==> config.mk <==
export PLATFORM = sky130hd
export DESIGN_NAME = execute
export DESIGN_NICKNAME = d
export VERILOG_FILES = /design/src/common/rv_isa_pkg.sv /design/src/common/exe_ctrl_pkg.sv /design/src/execute/alu_control.sv /design/src/execute/operand_select.sv /design/src/execute/alu.sv /design/src/execute/branch_unit.sv /design/src/execute/exe_mem_reg.sv /design/src/execute/execute.sv
export VERILOG_INCLUDE_DIRS = /design/src /design/src/common
export SDC_FILE = /design/constraint.sdc
export NUM_CORES = 1
export LEC_CHECK = 0
export ABC_AREA = 1
export CAP_MARGIN = 20
export CORE_ASPECT_RATIO = 0.9
export CORE_UTILIZATION = 61
export CTS_BUF_LIST = sky130_fd_sc_hd__clkbuf_16
export CTS_CLUSTER_SIZE = 25
export DETAILED_ROUTE_END_ITERATION = 8
export DONT_BUFFER_PORTS = 1
export PLACE_DENSITY = 0.85
export SKIP_CTS_REPAIR_TIMING = 1
export SYNTH_ARGS = -nofsm -noshare
export SYNTH_HDL_FRONTEND = slang
export SYNTH_SLANG_ARGS = --single-unit
==> constraint.sdc <==
create_clock -name clk -period 3.6 [get_ports clk]
set_input_delay 0.36 -clock clk [delete_from_list [all_inputs] [get_ports clk]]
set_output_delay 0.36 -clock clk [all_outputs]
set_load 0.01 [all_outputs]
==> src/common/execute_settings.svh <==
`ifndef EXECUTE_SETTINGS_SVH
`define EXECUTE_SETTINGS_SVH

// Datapath and address width
`define XLEN 32

// Register index width, x0..x31
`define REG_ADDR_W 5

`endif

==> src/common/rv_isa_pkg.sv <==
package rv_isa_pkg;

    // RV32I major opcodes handled by the execute stage
    typedef enum logic [6:0] {
        OPC_LOAD   = 7'b0000011,
        OPC_OP_IMM = 7'b0010011,
        OPC_AUIPC  = 7'b0010111,
        OPC_STORE  = 7'b0100011,
        OPC_OP     = 7'b0110011,
        OPC_LUI    = 7'b0110111,
        OPC_BRANCH = 7'b1100011,
        OPC_JALR   = 7'b1100111,
        OPC_JAL    = 7'b1101111
    } opcode_e;

    typedef enum logic [2:0] {
        F3_BEQ  = 3'b000,
        F3_BNE  = 3'b001,
        F3_BLT  = 3'b100,
        F3_BGE  = 3'b101,
        F3_BLTU = 3'b110,
        F3_BGEU = 3'b111
    } branch_f3_e;

    // Shared by OP and OP_IMM, funct7 bit 5 picks SUB / SRA
    typedef enum logic [2:0] {
        F3_ADD_SUB = 3'b000,
        F3_SLL     = 3'b001,
        F3_SLT     = 3'b010,
        F3_SLTU    = 3'b011,
        F3_XOR     = 3'b100,
        F3_SRL_SRA = 3'b101,
        F3_OR      = 3'b110,
        F3_AND     = 3'b111
    } alu_f3_e;

    typedef enum logic [2:0] {
        IMM_I,
        IMM_S,
        IMM_B,
        IMM_U,
        IMM_J,
        IMM_NONE
    } imm_fmt_e;

endpackage

==> src/common/exe_ctrl_pkg.sv <==
package exe_ctrl_pkg;

    typedef enum logic [3:0] {
        ALU_ADD,
        ALU_SUB,
        ALU_SLL,
        ALU_SLT,
        ALU_SLTU,
        ALU_XOR,
        ALU_SRL,
        ALU_SRA,
        ALU_OR,
        ALU_AND,
        ALU_PASS_B   // Operand B straight through
    } alu_op_e;

    typedef enum logic [1:0] {
        OPA_RS1,
        OPA_PC,
        OPA_ZERO
    } op_a_sel_e;

    typedef enum logic {
        OPB_RS2,
        OPB_IMM
    } op_b_sel_e;

    // Write-back source, carried down to the later stages
    typedef enum logic [1:0] {
        RES_ALU,
        RES_MEM,
        RES_PC4
    } result_sel_e;

    // Bit 1 = MEM, bit 0 = WB; MEM wins when both are set
    typedef enum logic [1:0] {
        FWD_NONE = 2'b00,
        FWD_WB   = 2'b01,
        FWD_MEM  = 2'b10
    } fwd_sel_e;

endpackage

==> src/execute/alu_control.sv <==
`timescale 1ns/10ps
`include "execute_settings.svh"

module alu_control (
    input  logic [`XLEN-1:0]          instr,
    output exe_ctrl_pkg::alu_op_e     alu_op,
    output exe_ctrl_pkg::op_a_sel_e   op_a_sel,
    output exe_ctrl_pkg::op_b_sel_e   op_b_sel,
    output rv_isa_pkg::imm_fmt_e      imm_fmt,
    output exe_ctrl_pkg::result_sel_e result_sel,
    output logic                      reg_write,
    output logic                      mem_write,
    output logic                      is_branch,
    output logic                      is_jump
);
    import rv_isa_pkg::*;
    import exe_ctrl_pkg::*;

    opcode_e  opcode;
    alu_f3_e  funct3;
    logic     funct7_b5;

    assign opcode    = opcode_e'(instr[6:0]);
    assign funct3    = alu_f3_e'(instr[14:12]);
    assign funct7_b5 = instr[30];

    // alt_sub only honoured for register ops, ADDI has no SUB form
    function automatic alu_op_e f3_to_op(input alu_f3_e f3, input logic alt,
                                         input logic alt_sub);
        case (f3)
            F3_ADD_SUB: f3_to_op = (alt && alt_sub) ? ALU_SUB : ALU_ADD;
            F3_SLL:     f3_to_op = ALU_SLL;
            F3_SLT:     f3_to_op = ALU_SLT;
            F3_SLTU:    f3_to_op = ALU_SLTU;
            F3_XOR:     f3_to_op = ALU_XOR;
            F3_SRL_SRA: f3_to_op = alt ? ALU_SRA : ALU_SRL;
            F3_OR:      f3_to_op = ALU_OR;
            default:    f3_to_op = ALU_AND;
        endcase
    endfunction

    always_comb begin
        // NOP unless the opcode says otherwise
        alu_op     = ALU_ADD;
        op_a_sel   = OPA_RS1;
        op_b_sel   = OPB_IMM;
        imm_fmt    = IMM_NONE;
        result_sel = RES_ALU;
        reg_write  = 1'b0;
        mem_write  = 1'b0;
        is_branch  = 1'b0;
        is_jump    = 1'b0;

        case (opcode)
            OPC_OP: begin
                alu_op    = f3_to_op(funct3, funct7_b5, 1'b1);
                op_b_sel  = OPB_RS2;
                reg_write = 1'b1;
            end
            OPC_OP_IMM: begin
                alu_op    = f3_to_op(funct3, funct7_b5, 1'b0);
                imm_fmt   = IMM_I;
                reg_write = 1'b1;
            end
            OPC_LUI: begin
                alu_op    = ALU_PASS_B;
                op_a_sel  = OPA_ZERO;
                imm_fmt   = IMM_U;
                reg_write = 1'b1;
            end
            OPC_AUIPC: begin
                op_a_sel  = OPA_PC;
                imm_fmt   = IMM_U;
                reg_write = 1'b1;
            end
            OPC_LOAD: begin
                imm_fmt    = IMM_I;
                result_sel = RES_MEM;
                reg_write  = 1'b1;
            end
            OPC_STORE: begin
                imm_fmt   = IMM_S;
                mem_write = 1'b1;
            end
            OPC_BRANCH: begin
                alu_op    = ALU_SUB;
                op_b_sel  = OPB_RS2;
                imm_fmt   = IMM_B;
                is_branch = 1'b1;
            end
            OPC_JAL: begin
                op_a_sel   = OPA_PC;
                imm_fmt    = IMM_J;
                result_sel = RES_PC4;    // Link address
                reg_write  = 1'b1;
                is_jump    = 1'b1;
            end
            OPC_JALR: begin
                imm_fmt    = IMM_I;
                result_sel = RES_PC4;
                reg_write  = 1'b1;
                is_jump    = 1'b1;
            end
            default: ;
        endcase
    end

endmodule

==> src/execute/operand_select.sv <==
`timescale 1ns/10ps
`include "execute_settings.svh"

module operand_select (
    input  logic [`XLEN-1:0]        instr,
    input  logic [`XLEN-1:0]        pc,
    input  logic [`XLEN-1:0]        rs1_data,
    input  logic [`XLEN-1:0]        rs2_data,
    input  logic [`XLEN-1:0]        fwd_mem_data,
    input  logic [`XLEN-1:0]        fwd_wb_data,
    input  exe_ctrl_pkg::fwd_sel_e  fwd_a,
    input  exe_ctrl_pkg::fwd_sel_e  fwd_b,
    input  rv_isa_pkg::imm_fmt_e    imm_fmt,
    input  exe_ctrl_pkg::op_a_sel_e op_a_sel,
    input  exe_ctrl_pkg::op_b_sel_e op_b_sel,
    output logic [`XLEN-1:0]        op_a,
    output logic [`XLEN-1:0]        op_b,
    output logic [`XLEN-1:0]        rs1_val,
    output logic [`XLEN-1:0]        rs2_val,
    output logic [`XLEN-1:0]        imm
);
    import rv_isa_pkg::*;
    import exe_ctrl_pkg::*;

    // MEM checked first so the younger result wins
    function automatic logic [`XLEN-1:0] fwd_pick(input fwd_sel_e sel,
                                                  input logic [`XLEN-1:0] rf_val,
                                                  input logic [`XLEN-1:0] mem_val,
                                                  input logic [`XLEN-1:0] wb_val);
        if ((sel & FWD_MEM) != 2'b00)
            fwd_pick = mem_val;
        else if ((sel & FWD_WB) != 2'b00)
            fwd_pick = wb_val;
        else
            fwd_pick = rf_val;
    endfunction

    assign rs1_val = fwd_pick(fwd_a, rs1_data, fwd_mem_data, fwd_wb_data);
    assign rs2_val = fwd_pick(fwd_b, rs2_data, fwd_mem_data, fwd_wb_data);

    always_comb begin
        case (imm_fmt)
            IMM_I:   imm = {{(`XLEN-12){instr[31]}}, instr[31:20]};
            IMM_S:   imm = {{(`XLEN-12){instr[31]}}, instr[31:25], instr[11:7]};
            IMM_B:   imm = {{(`XLEN-13){instr[31]}}, instr[31], instr[7],
                            instr[30:25], instr[11:8], 1'b0};
            IMM_U:   imm = {instr[31:12], 12'b0};
            IMM_J:   imm = {{(`XLEN-21){instr[31]}}, instr[31], instr[19:12],
                            instr[20], instr[30:21], 1'b0};
            default: imm = '0;
        endcase
    end

    always_comb begin
        case (op_a_sel)
            OPA_RS1: op_a = rs1_val;
            OPA_PC:  op_a = pc;       // AUIPC / JAL
            default: op_a = '0;
        endcase
    end

    assign op_b = (op_b_sel == OPB_IMM) ? imm : rs2_val;

endmodule

==> src/execute/alu.sv <==
`timescale 1ns/10ps
`include "execute_settings.svh"

module alu (
    input  logic [`XLEN-1:0]      op_a,
    input  logic [`XLEN-1:0]      op_b,
    input  exe_ctrl_pkg::alu_op_e alu_op,
    output logic [`XLEN-1:0]      result,
    output logic                  zero,
    output logic                  negative
);
    import exe_ctrl_pkg::*;

    logic [4:0]        shamt;
    logic              lt_signed;
    logic              lt_unsigned;

    assign shamt       = op_b[4:0];
    assign lt_signed   = $signed(op_a) < $signed(op_b);
    assign lt_unsigned = op_a < op_b;

    always_comb begin
        case (alu_op)
            ALU_ADD:    result = op_a + op_b;
            ALU_SUB:    result = op_a - op_b;
            ALU_SLL:    result = op_a << shamt;
            ALU_SLT:    result = {{(`XLEN-1){1'b0}}, lt_signed};
            ALU_SLTU:   result = {{(`XLEN-1){1'b0}}, lt_unsigned};
            ALU_XOR:    result = op_a ^ op_b;
            ALU_SRL:    result = op_a >> shamt;
            ALU_SRA:    result = $unsigned($signed(op_a) >>> shamt);
            ALU_OR:     result = op_a | op_b;
            ALU_AND:    result = op_a & op_b;
            ALU_PASS_B: result = op_b;        // LUI
            default:    result = '0;
        endcase
    end

    // Flags off the final result
    assign zero     = (result == '0);
    assign negative = result[`XLEN-1];

endmodule

==> src/execute/branch_unit.sv <==
`timescale 1ns/10ps
`include "execute_settings.svh"

module branch_unit (
    input  logic [`XLEN-1:0] instr,
    input  logic [`XLEN-1:0] pc,
    input  logic [`XLEN-1:0] rs1_val,
    input  logic [`XLEN-1:0] rs2_val,
    input  logic [`XLEN-1:0] imm,
    input  logic             is_branch,
    input  logic             is_jump,
    output logic             pc_next_set,
    output logic [`XLEN-1:0] pc_target
);
    import rv_isa_pkg::*;

    branch_f3_e        cond_f3;
    logic              equal;
    logic              lt_s;
    logic              lt_u;
    logic              taken;
    logic              is_jalr;
    logic [`XLEN-1:0]  base;
    logic [`XLEN-1:0]  sum;

    assign cond_f3 = branch_f3_e'(instr[14:12]);

    // Compare forwarded values, not register indices
    assign equal = (rs1_val == rs2_val);
    assign lt_s  = $signed(rs1_val) < $signed(rs2_val);
    assign lt_u  = rs1_val < rs2_val;

    always_comb begin
        case (cond_f3)
            F3_BEQ:  taken = equal;
            F3_BNE:  taken = !equal;
            F3_BLT:  taken = lt_s;
            F3_BGE:  taken = !lt_s;
            F3_BLTU: taken = lt_u;
            F3_BGEU: taken = !lt_u;
            default: taken = 1'b0;    // Reserved funct3
        endcase
    end

    assign pc_next_set = (is_branch && taken) || is_jump;

    assign is_jalr   = is_jump && (instr[6:0] == OPC_JALR);
    assign base      = is_jalr ? rs1_val : pc;
    assign sum       = base + imm;
    assign pc_target = is_jalr ? {sum[`XLEN-1:1], 1'b0} : sum;  // JALR drops bit 0

endmodule

==> src/execute/exe_mem_reg.sv <==
`timescale 1ns/10ps
`include "execute_settings.svh"

module exe_mem_reg (
    input  logic                      clk,
    input  logic                      arst_n,
    input  logic [`XLEN-1:0]          instr,
    input  logic [`XLEN-1:0]          pc,
    input  logic [`XLEN-1:0]          alu_result,
    input  logic [`XLEN-1:0]          store_data,
    input  logic                      reg_write,
    input  logic                      mem_write,
    input  exe_ctrl_pkg::result_sel_e result_sel,
    output logic [`XLEN-1:0]          alu_result_mem,
    output logic [`XLEN-1:0]          write_data_mem,
    output logic [`XLEN-1:0]          pc_plus4_mem,
    output logic [`REG_ADDR_W-1:0]    rd_mem,
    output logic [2:0]                funct3_mem,
    output logic                      reg_write_mem,
    output logic                      mem_write_mem,
    output exe_ctrl_pkg::result_sel_e result_sel_mem
);
    import exe_ctrl_pkg::*;

    logic [`XLEN-1:0]       pc_plus4;
    logic [`REG_ADDR_W-1:0] rd;
    logic [2:0]             funct3;

    assign pc_plus4 = pc + `XLEN'(4);
    assign rd       = instr[11:7];
    assign funct3   = instr[14:12];     // Load/store width for the MEM stage

    always_ff @(posedge clk or negedge arst_n) begin
        if (!arst_n) begin
            alu_result_mem <= '0;
            write_data_mem <= '0;
            pc_plus4_mem   <= '0;
            rd_mem         <= '0;
            funct3_mem     <= '0;
            reg_write_mem  <= 1'b0;
            mem_write_mem  <= 1'b0;
            result_sel_mem <= RES_ALU;
        end else begin
            // No stall path, new bundle every cycle
            alu_result_mem <= alu_result;
            write_data_mem <= store_data;
            pc_plus4_mem   <= pc_plus4;
            rd_mem         <= rd;
            funct3_mem     <= funct3;
            reg_write_mem  <= reg_write;
            mem_write_mem  <= mem_write;
            result_sel_mem <= result_sel;
        end
    end

endmodule

==> src/execute/execute.sv <==
`timescale 1ns/10ps
`include "execute_settings.svh"

module execute (
    input  logic                          clk,
    input  logic                          arst_n,
    input  logic [`XLEN-1:0]              pc,
    input  logic [`XLEN-1:0]              instr,
    input  logic [`XLEN-1:0]              rs1_data,
    input  logic [`XLEN-1:0]              rs2_data,
    input  logic [`XLEN-1:0]              fwd_mem_data,
    input  logic [`XLEN-1:0]              fwd_wb_data,
    input  exe_ctrl_pkg::fwd_sel_e        fwd_a,
    input  exe_ctrl_pkg::fwd_sel_e        fwd_b,
    output logic                          pc_next_set,
    output logic [`XLEN-1:0]              pc_target,
    output logic [`XLEN-1:0]              alu_result_mem,
    output logic [`XLEN-1:0]              write_data_mem,
    output logic [`XLEN-1:0]              pc_plus4_mem,
    output logic [`REG_ADDR_W-1:0]        rd_mem,
    output logic [2:0]                    funct3_mem,
    output logic                          reg_write_mem,
    output logic                          mem_write_mem,
    output exe_ctrl_pkg::result_sel_e     result_sel_mem
);
    import rv_isa_pkg::*;
    import exe_ctrl_pkg::*;

    alu_op_e             alu_op;
    op_a_sel_e           op_a_sel;
    op_b_sel_e           op_b_sel;
    imm_fmt_e            imm_fmt;
    result_sel_e         result_sel;
    logic                reg_write;
    logic                mem_write;
    logic                is_branch;
    logic                is_jump;

    logic [`XLEN-1:0]    op_a;
    logic [`XLEN-1:0]    op_b;
    logic [`XLEN-1:0]    rs1_val;     // After forwarding
    logic [`XLEN-1:0]    rs2_val;     // After forwarding, also store data
    logic [`XLEN-1:0]    imm;
    logic [`XLEN-1:0]    alu_result;

    alu_control u_alu_control (
        .instr      (instr),
        .alu_op     (alu_op),
        .op_a_sel   (op_a_sel),
        .op_b_sel   (op_b_sel),
        .imm_fmt    (imm_fmt),
        .result_sel (result_sel),
        .reg_write  (reg_write),
        .mem_write  (mem_write),
        .is_branch  (is_branch),
        .is_jump    (is_jump)
    );

    operand_select u_operand_select (
        .instr        (instr),
        .pc           (pc),
        .rs1_data     (rs1_data),
        .rs2_data     (rs2_data),
        .fwd_mem_data (fwd_mem_data),
        .fwd_wb_data  (fwd_wb_data),
        .fwd_a        (fwd_a),
        .fwd_b        (fwd_b),
        .imm_fmt      (imm_fmt),
        .op_a_sel     (op_a_sel),
        .op_b_sel     (op_b_sel),
        .op_a         (op_a),
        .op_b         (op_b),
        .rs1_val      (rs1_val),
        .rs2_val      (rs2_val),
        .imm          (imm)
    );

    alu u_alu (
        .op_a     (op_a),
        .op_b     (op_b),
        .alu_op   (alu_op),
        .result   (alu_result),
        .zero     (),          // Branch unit compares the operands itself
        .negative ()
    );

    branch_unit u_branch_unit (
        .instr       (instr),
        .pc          (pc),
        .rs1_val     (rs1_val),
        .rs2_val     (rs2_val),
        .imm         (imm),
        .is_branch   (is_branch),
        .is_jump     (is_jump),
        .pc_next_set (pc_next_set),
        .pc_target   (pc_target)
    );

    exe_mem_reg u_exe_mem_reg (
        .clk            (clk),
        .arst_n         (arst_n),
        .instr          (instr),
        .pc             (pc),
        .alu_result     (alu_result),
        .store_data     (rs2_val),
        .reg_write      (reg_write),
        .mem_write      (mem_write),
        .result_sel     (result_sel),
        .alu_result_mem (alu_result_mem),
        .write_data_mem (write_data_mem),
        .pc_plus4_mem   (pc_plus4_mem),
        .rd_mem         (rd_mem),
        .funct3_mem     (funct3_mem),
        .reg_write_mem  (reg_write_mem),
        .mem_write_mem  (mem_write_mem),
        .result_sel_mem (result_sel_mem)
    );

endmodule

==> results of run 1 <==
[synthesized netlist by cell type, types with 22 or more instances]
cell / number / area (µm²)
ha_1: 167 / 2090
nor2_1: 314 / 1180
o21ai_0: 181 / 906
nand4_1: 43 / 269
a22oi_1: 22 / 165
o211ai_1: 50 / 375
dfrtp_1: 108 / 2700
buf_2: 52 / 260
nand3_1: 378 / 1890
nor3_1: 36 / 180
clkbuf_1: 56 / 210
or2_2: 41 / 257
xor2_1: 65 / 569
a21oi_1: 202 / 1010
nand2_1: 950 / 3570
inv_1: 370 / 1390
[metal layers]
layer / track usage, % / GRT overflow
met4: 103 / 332
met2: 108 / 751
met1: 91.6 / 129
met3: 89.0 / 111
met5: 81.1 / 24
[cells by family after synthesis]
family,Yosys count
and+or+nand+nor,1818
adders and majority gates,170
buffers and inverters,529
AOI/OAI and AO/OA,562
DFF,108
xor gates and xnor gates,74
[stage by stage]
| stage | TNS [ns] | hold slack (ns) |
|---|---|---|
| floorplan | 0 | 0.0644 |
| global placement | -10.84 | 0.0675 |
| detailed placement | -16.75 | 0.0681 |
| CTS | -8.67 | -0.346 |
==> reports/qor.csv, run 1 <==
metric,value,unit
clk_path_buf_depth,2,
cts-root-buf,clkbuf_16,
h-tree-depth,3,
place_worst_setup_slack,-0.850,ns
synth_edf_count,0,
synth_cell_type_count,57,
grt_max_degree,109,
async_reset_ff_share,100,%
start_util,62.3,%
gr-total-overflow,1347,
die_h,168,µm
ys_warn_count,0,
syn_area,18700,µm²
cts_inserted_buffers,9,
synth_xor_area_share,3.46,%
routabilityCongestion,1.27,
place.port_buffers,0,
synth_simple_gate_area_share,41.6,%
synth_seq_cells,108,
grt_use_total,96.8,%
synthFlopType,dfrtp_1,
ios,339,
synth-compound-area-share,17.3,%
rows,60,
synth.area.mux_share,0,%
error_line,[ERROR GRT-0232] Routing congestion too high. Check the congestion heatmap in the GUI.,
synth_fp_nets,3629,
dp_hpwl,75700,µm
postSynthAreaPerCell,5.74,µm²
syn_inst,3261,
synth_top_family_by_area,simple AND/OR/NAND/NOR gates,
crit_endpoint,pc_target[30],
seq_area_frac_synth,14.4,%
clkSinkCount,108,
die_w,187,µm
timing.worst_endpoint.kind,output port,
dp_cells,4042,
place_area,22500,µm²
outcome,aborted with a tool error,
synth_fa_ha_area_share,11.5,%
failing_step,global routing (5_1_grt),
==> run 2, diff against run 1 <==
- CORE_ASPECT_RATIO: 0.9 -> unset
- CORE_UTILIZATION: 61 -> 40
- CTS_BUF_LIST: sky130_fd_sc_hd__clkbuf_16 -> unset
- CTS_CLUSTER_SIZE: 25 -> unset
- PLACE_DENSITY: 0.85 -> unset
- PLACE_DENSITY_LB_ADDON: unset -> 0.15
- clock period: 3.6 -> 4.7 ns (I/O delays scaled with it)
==> reports/qor.csv, run 2 <==
metric,value,unit,change
outcome,"finished, final reports clean",,was aborted with a tool error
required,4.98,ns,
worst_slack,0.164,ns,
post-route-min-period,4.54,ns,
hold_class,in -> async,,
antenna_found_initial,5,,
max_cap_violations,0,,
max_slew_margin,21.1,%,
vias,24400,,
critPathMaxStageDelay,0.38,ns,
place.port_buffers,0,,unchanged
wirelength,109000,µm,
die_h,218,µm,was 168 µm
crit_buf_inv,3,,
core_area,45800,µm²,
multi_input_area,13900,µm²,
syn_inst,3261,,unchanged
postSynthAreaPerCell,5.74,µm²,unchanged
hold_slack,0.0225,ns,
die_area,47600,µm²,
fin_setup_tns,0,ns,
fin_crit_sh,96.5,%,
via_per_inst,6.18,,
fmax,0.220,GHz,
place_worst_setup_slack,-0.153,ns,was -0.850 ns
crit_slowest_cell,nand4_1,,
powerDensity,204,nW/µm²,
synth_top_area_share,19.1,%,unchanged
crit_top_cell,nand2_1,,
grt_use_total,44.9,%,
dp_cells,3927,,was 4042
reg_top3,"u_exe_mem_reg.alu_result_mem: 32 flops, u_exe_mem_reg.pc_plus4_mem: 32 flops, u_exe_mem_reg.write_data_mem: 32 flops",,
synth_cell_type_count,57,,unchanged
clkSinkCount,108,,unchanged
grt_max_degree,109,,
async_reset_ff_share,100,%,unchanged
setup_viol_count_final,0,,
grt_pass1_wl,154000,µm,
fin_cells,3947,,
cts-root-buf,clkbuf_16,,unchanged
ir_drop,189,µV,
crit_type,in -> reg,,
ios,339,,unchanged
synth_top_area_cell,nand2_1,,unchanged
cp_top_family,simple AND/OR/NAND/NOR gates,,
regArea,2700,µm²,
layout_commonest_cell,nand2_1,,
rows,78,,was 60
ys_warn_count,0,,unchanged
p_leak,11.1,nW,
yosys-top-cells-area,"nand2_1, dfrtp_1, ha_1, nand3_1, inv_1",,unchanged
yosysMostFrequentCell,nand2_1,,unchanged
synthFlopType,dfrtp_1,,unchanged
path_clk_slew,0.08,ns,
synth_edf_count,0,,unchanged
grt_pass1_vias,22300,,
cp_data_arrival_time,4.82,ns,
clk_path_buf_depth,2,,unchanged
fin_nets,3707,,
fin_util,45.4,%,
synth_fp_nets,3629,,unchanged
fill_cells,5024,,
drtAntennaViolNets,0,,
rsz0062_at_grt,yes,,
syn_area,18700,µm²,unchanged
endpoint_kind,flop,,
start_kind,input pin,,
routabilityCongestion,1.10,,was 1.27
layout-drive-gt1-share,9.90,%,
crit_fanout,7,,
die_w,218,µm,was 187 µm
synthTopCellsByCount,"nand2_1, nand3_1, inv_1",,unchanged
worst_pin_slew,1.18,ns,
start_util,40.9,%,was 62.3%
place_area,20400,µm²,was 22500 µm²
h-tree-depth,3,,unchanged
slew_viol_final,0,,
wl_per_cell,27.6,µm,
gr-total-overflow,0,,
power,4.23,mW,
final_cell_mix,"nand2_1, nand3_1, inv_1",,
synth_seq_cells,108,,unchanged
final_design_area_no_fill,20800,µm²,
dp_hpwl,90200,µm,was 75700 µm
drc,0,,
finalHoldViolCount,0,,
cts_tree,done,,
syn_to_final_growth,11.0,%,
drtIter0Drc,3958,,
seq_area_frac_synth,14.4,%,unchanged
dr.pass1.iters,8,,
cts_inserted_buffers,9,,unchanged
## run 2: cell counts after synthesis
No cell type changed its count.
## run 2: worst paths after layout
path | startpoint | slack (ns) | depth (start not counted) | end
worst max-delay path | instr[1] | 0.16 | 26 | u_exe_mem_reg.alu_result_mem[29]
worst min-delay path | arst_n | 0.02 | 1 | u_exe_mem_reg.pc_plus4_mem[21]
max in group asynchronous | arst_n | 4.20 | 1 | u_exe_mem_reg.alu_result_mem[13]
min in group clk | pc[0] | 0.06 | 0 | u_exe_mem_reg.pc_plus4_mem[0]
## run 2: layout make-up
type,count,share of cell area (%)
Timing Repair Buffer,205,7.75
Clock buffer,10,1.15
Sequential cell,108,13.0
Clock inverter,6,0.506
Antenna cell,3,0.0362
Tap cell,600,3.62
Multi-Input combinational cell,2624,66.9
Inverter,391,7.07
## run 2: logic make-up (layout without fill, tap and decap cells)
group,after synthesis,after routing,synth area share (%)
and+or+nand+nor,1818,1818,41.6
AOI/OAI and AO/OA,562,562,17.3
buffers and inverters,529,612,11.6
adders and majority gates,170,170,11.5
DFF,108,108,14.4
xor gates and xnor gates,74,74,3.46
other,0,3,0
## run 2: where the power goes
group	leakage, nW	switching (mW)	total, mW	internal [mW]
registers	1.27	0.116	1.14	1.02
clock network	0.168	0.464	0.958	0.494
logic	9.70	1.47	2.14	0.667
total	11.1	2.05	4.23	2.18
## run 2: layer usage
metal	up-vias	GRT usage (%)	routed length, µm
met4	2	19.4	4950
met3	237	16.9	15300
met1	11500	60.3	44800
li1	10800	-	-
met5	-	0	13
met2	1791	63.3	43800
(Power assumes the default switching activity.)
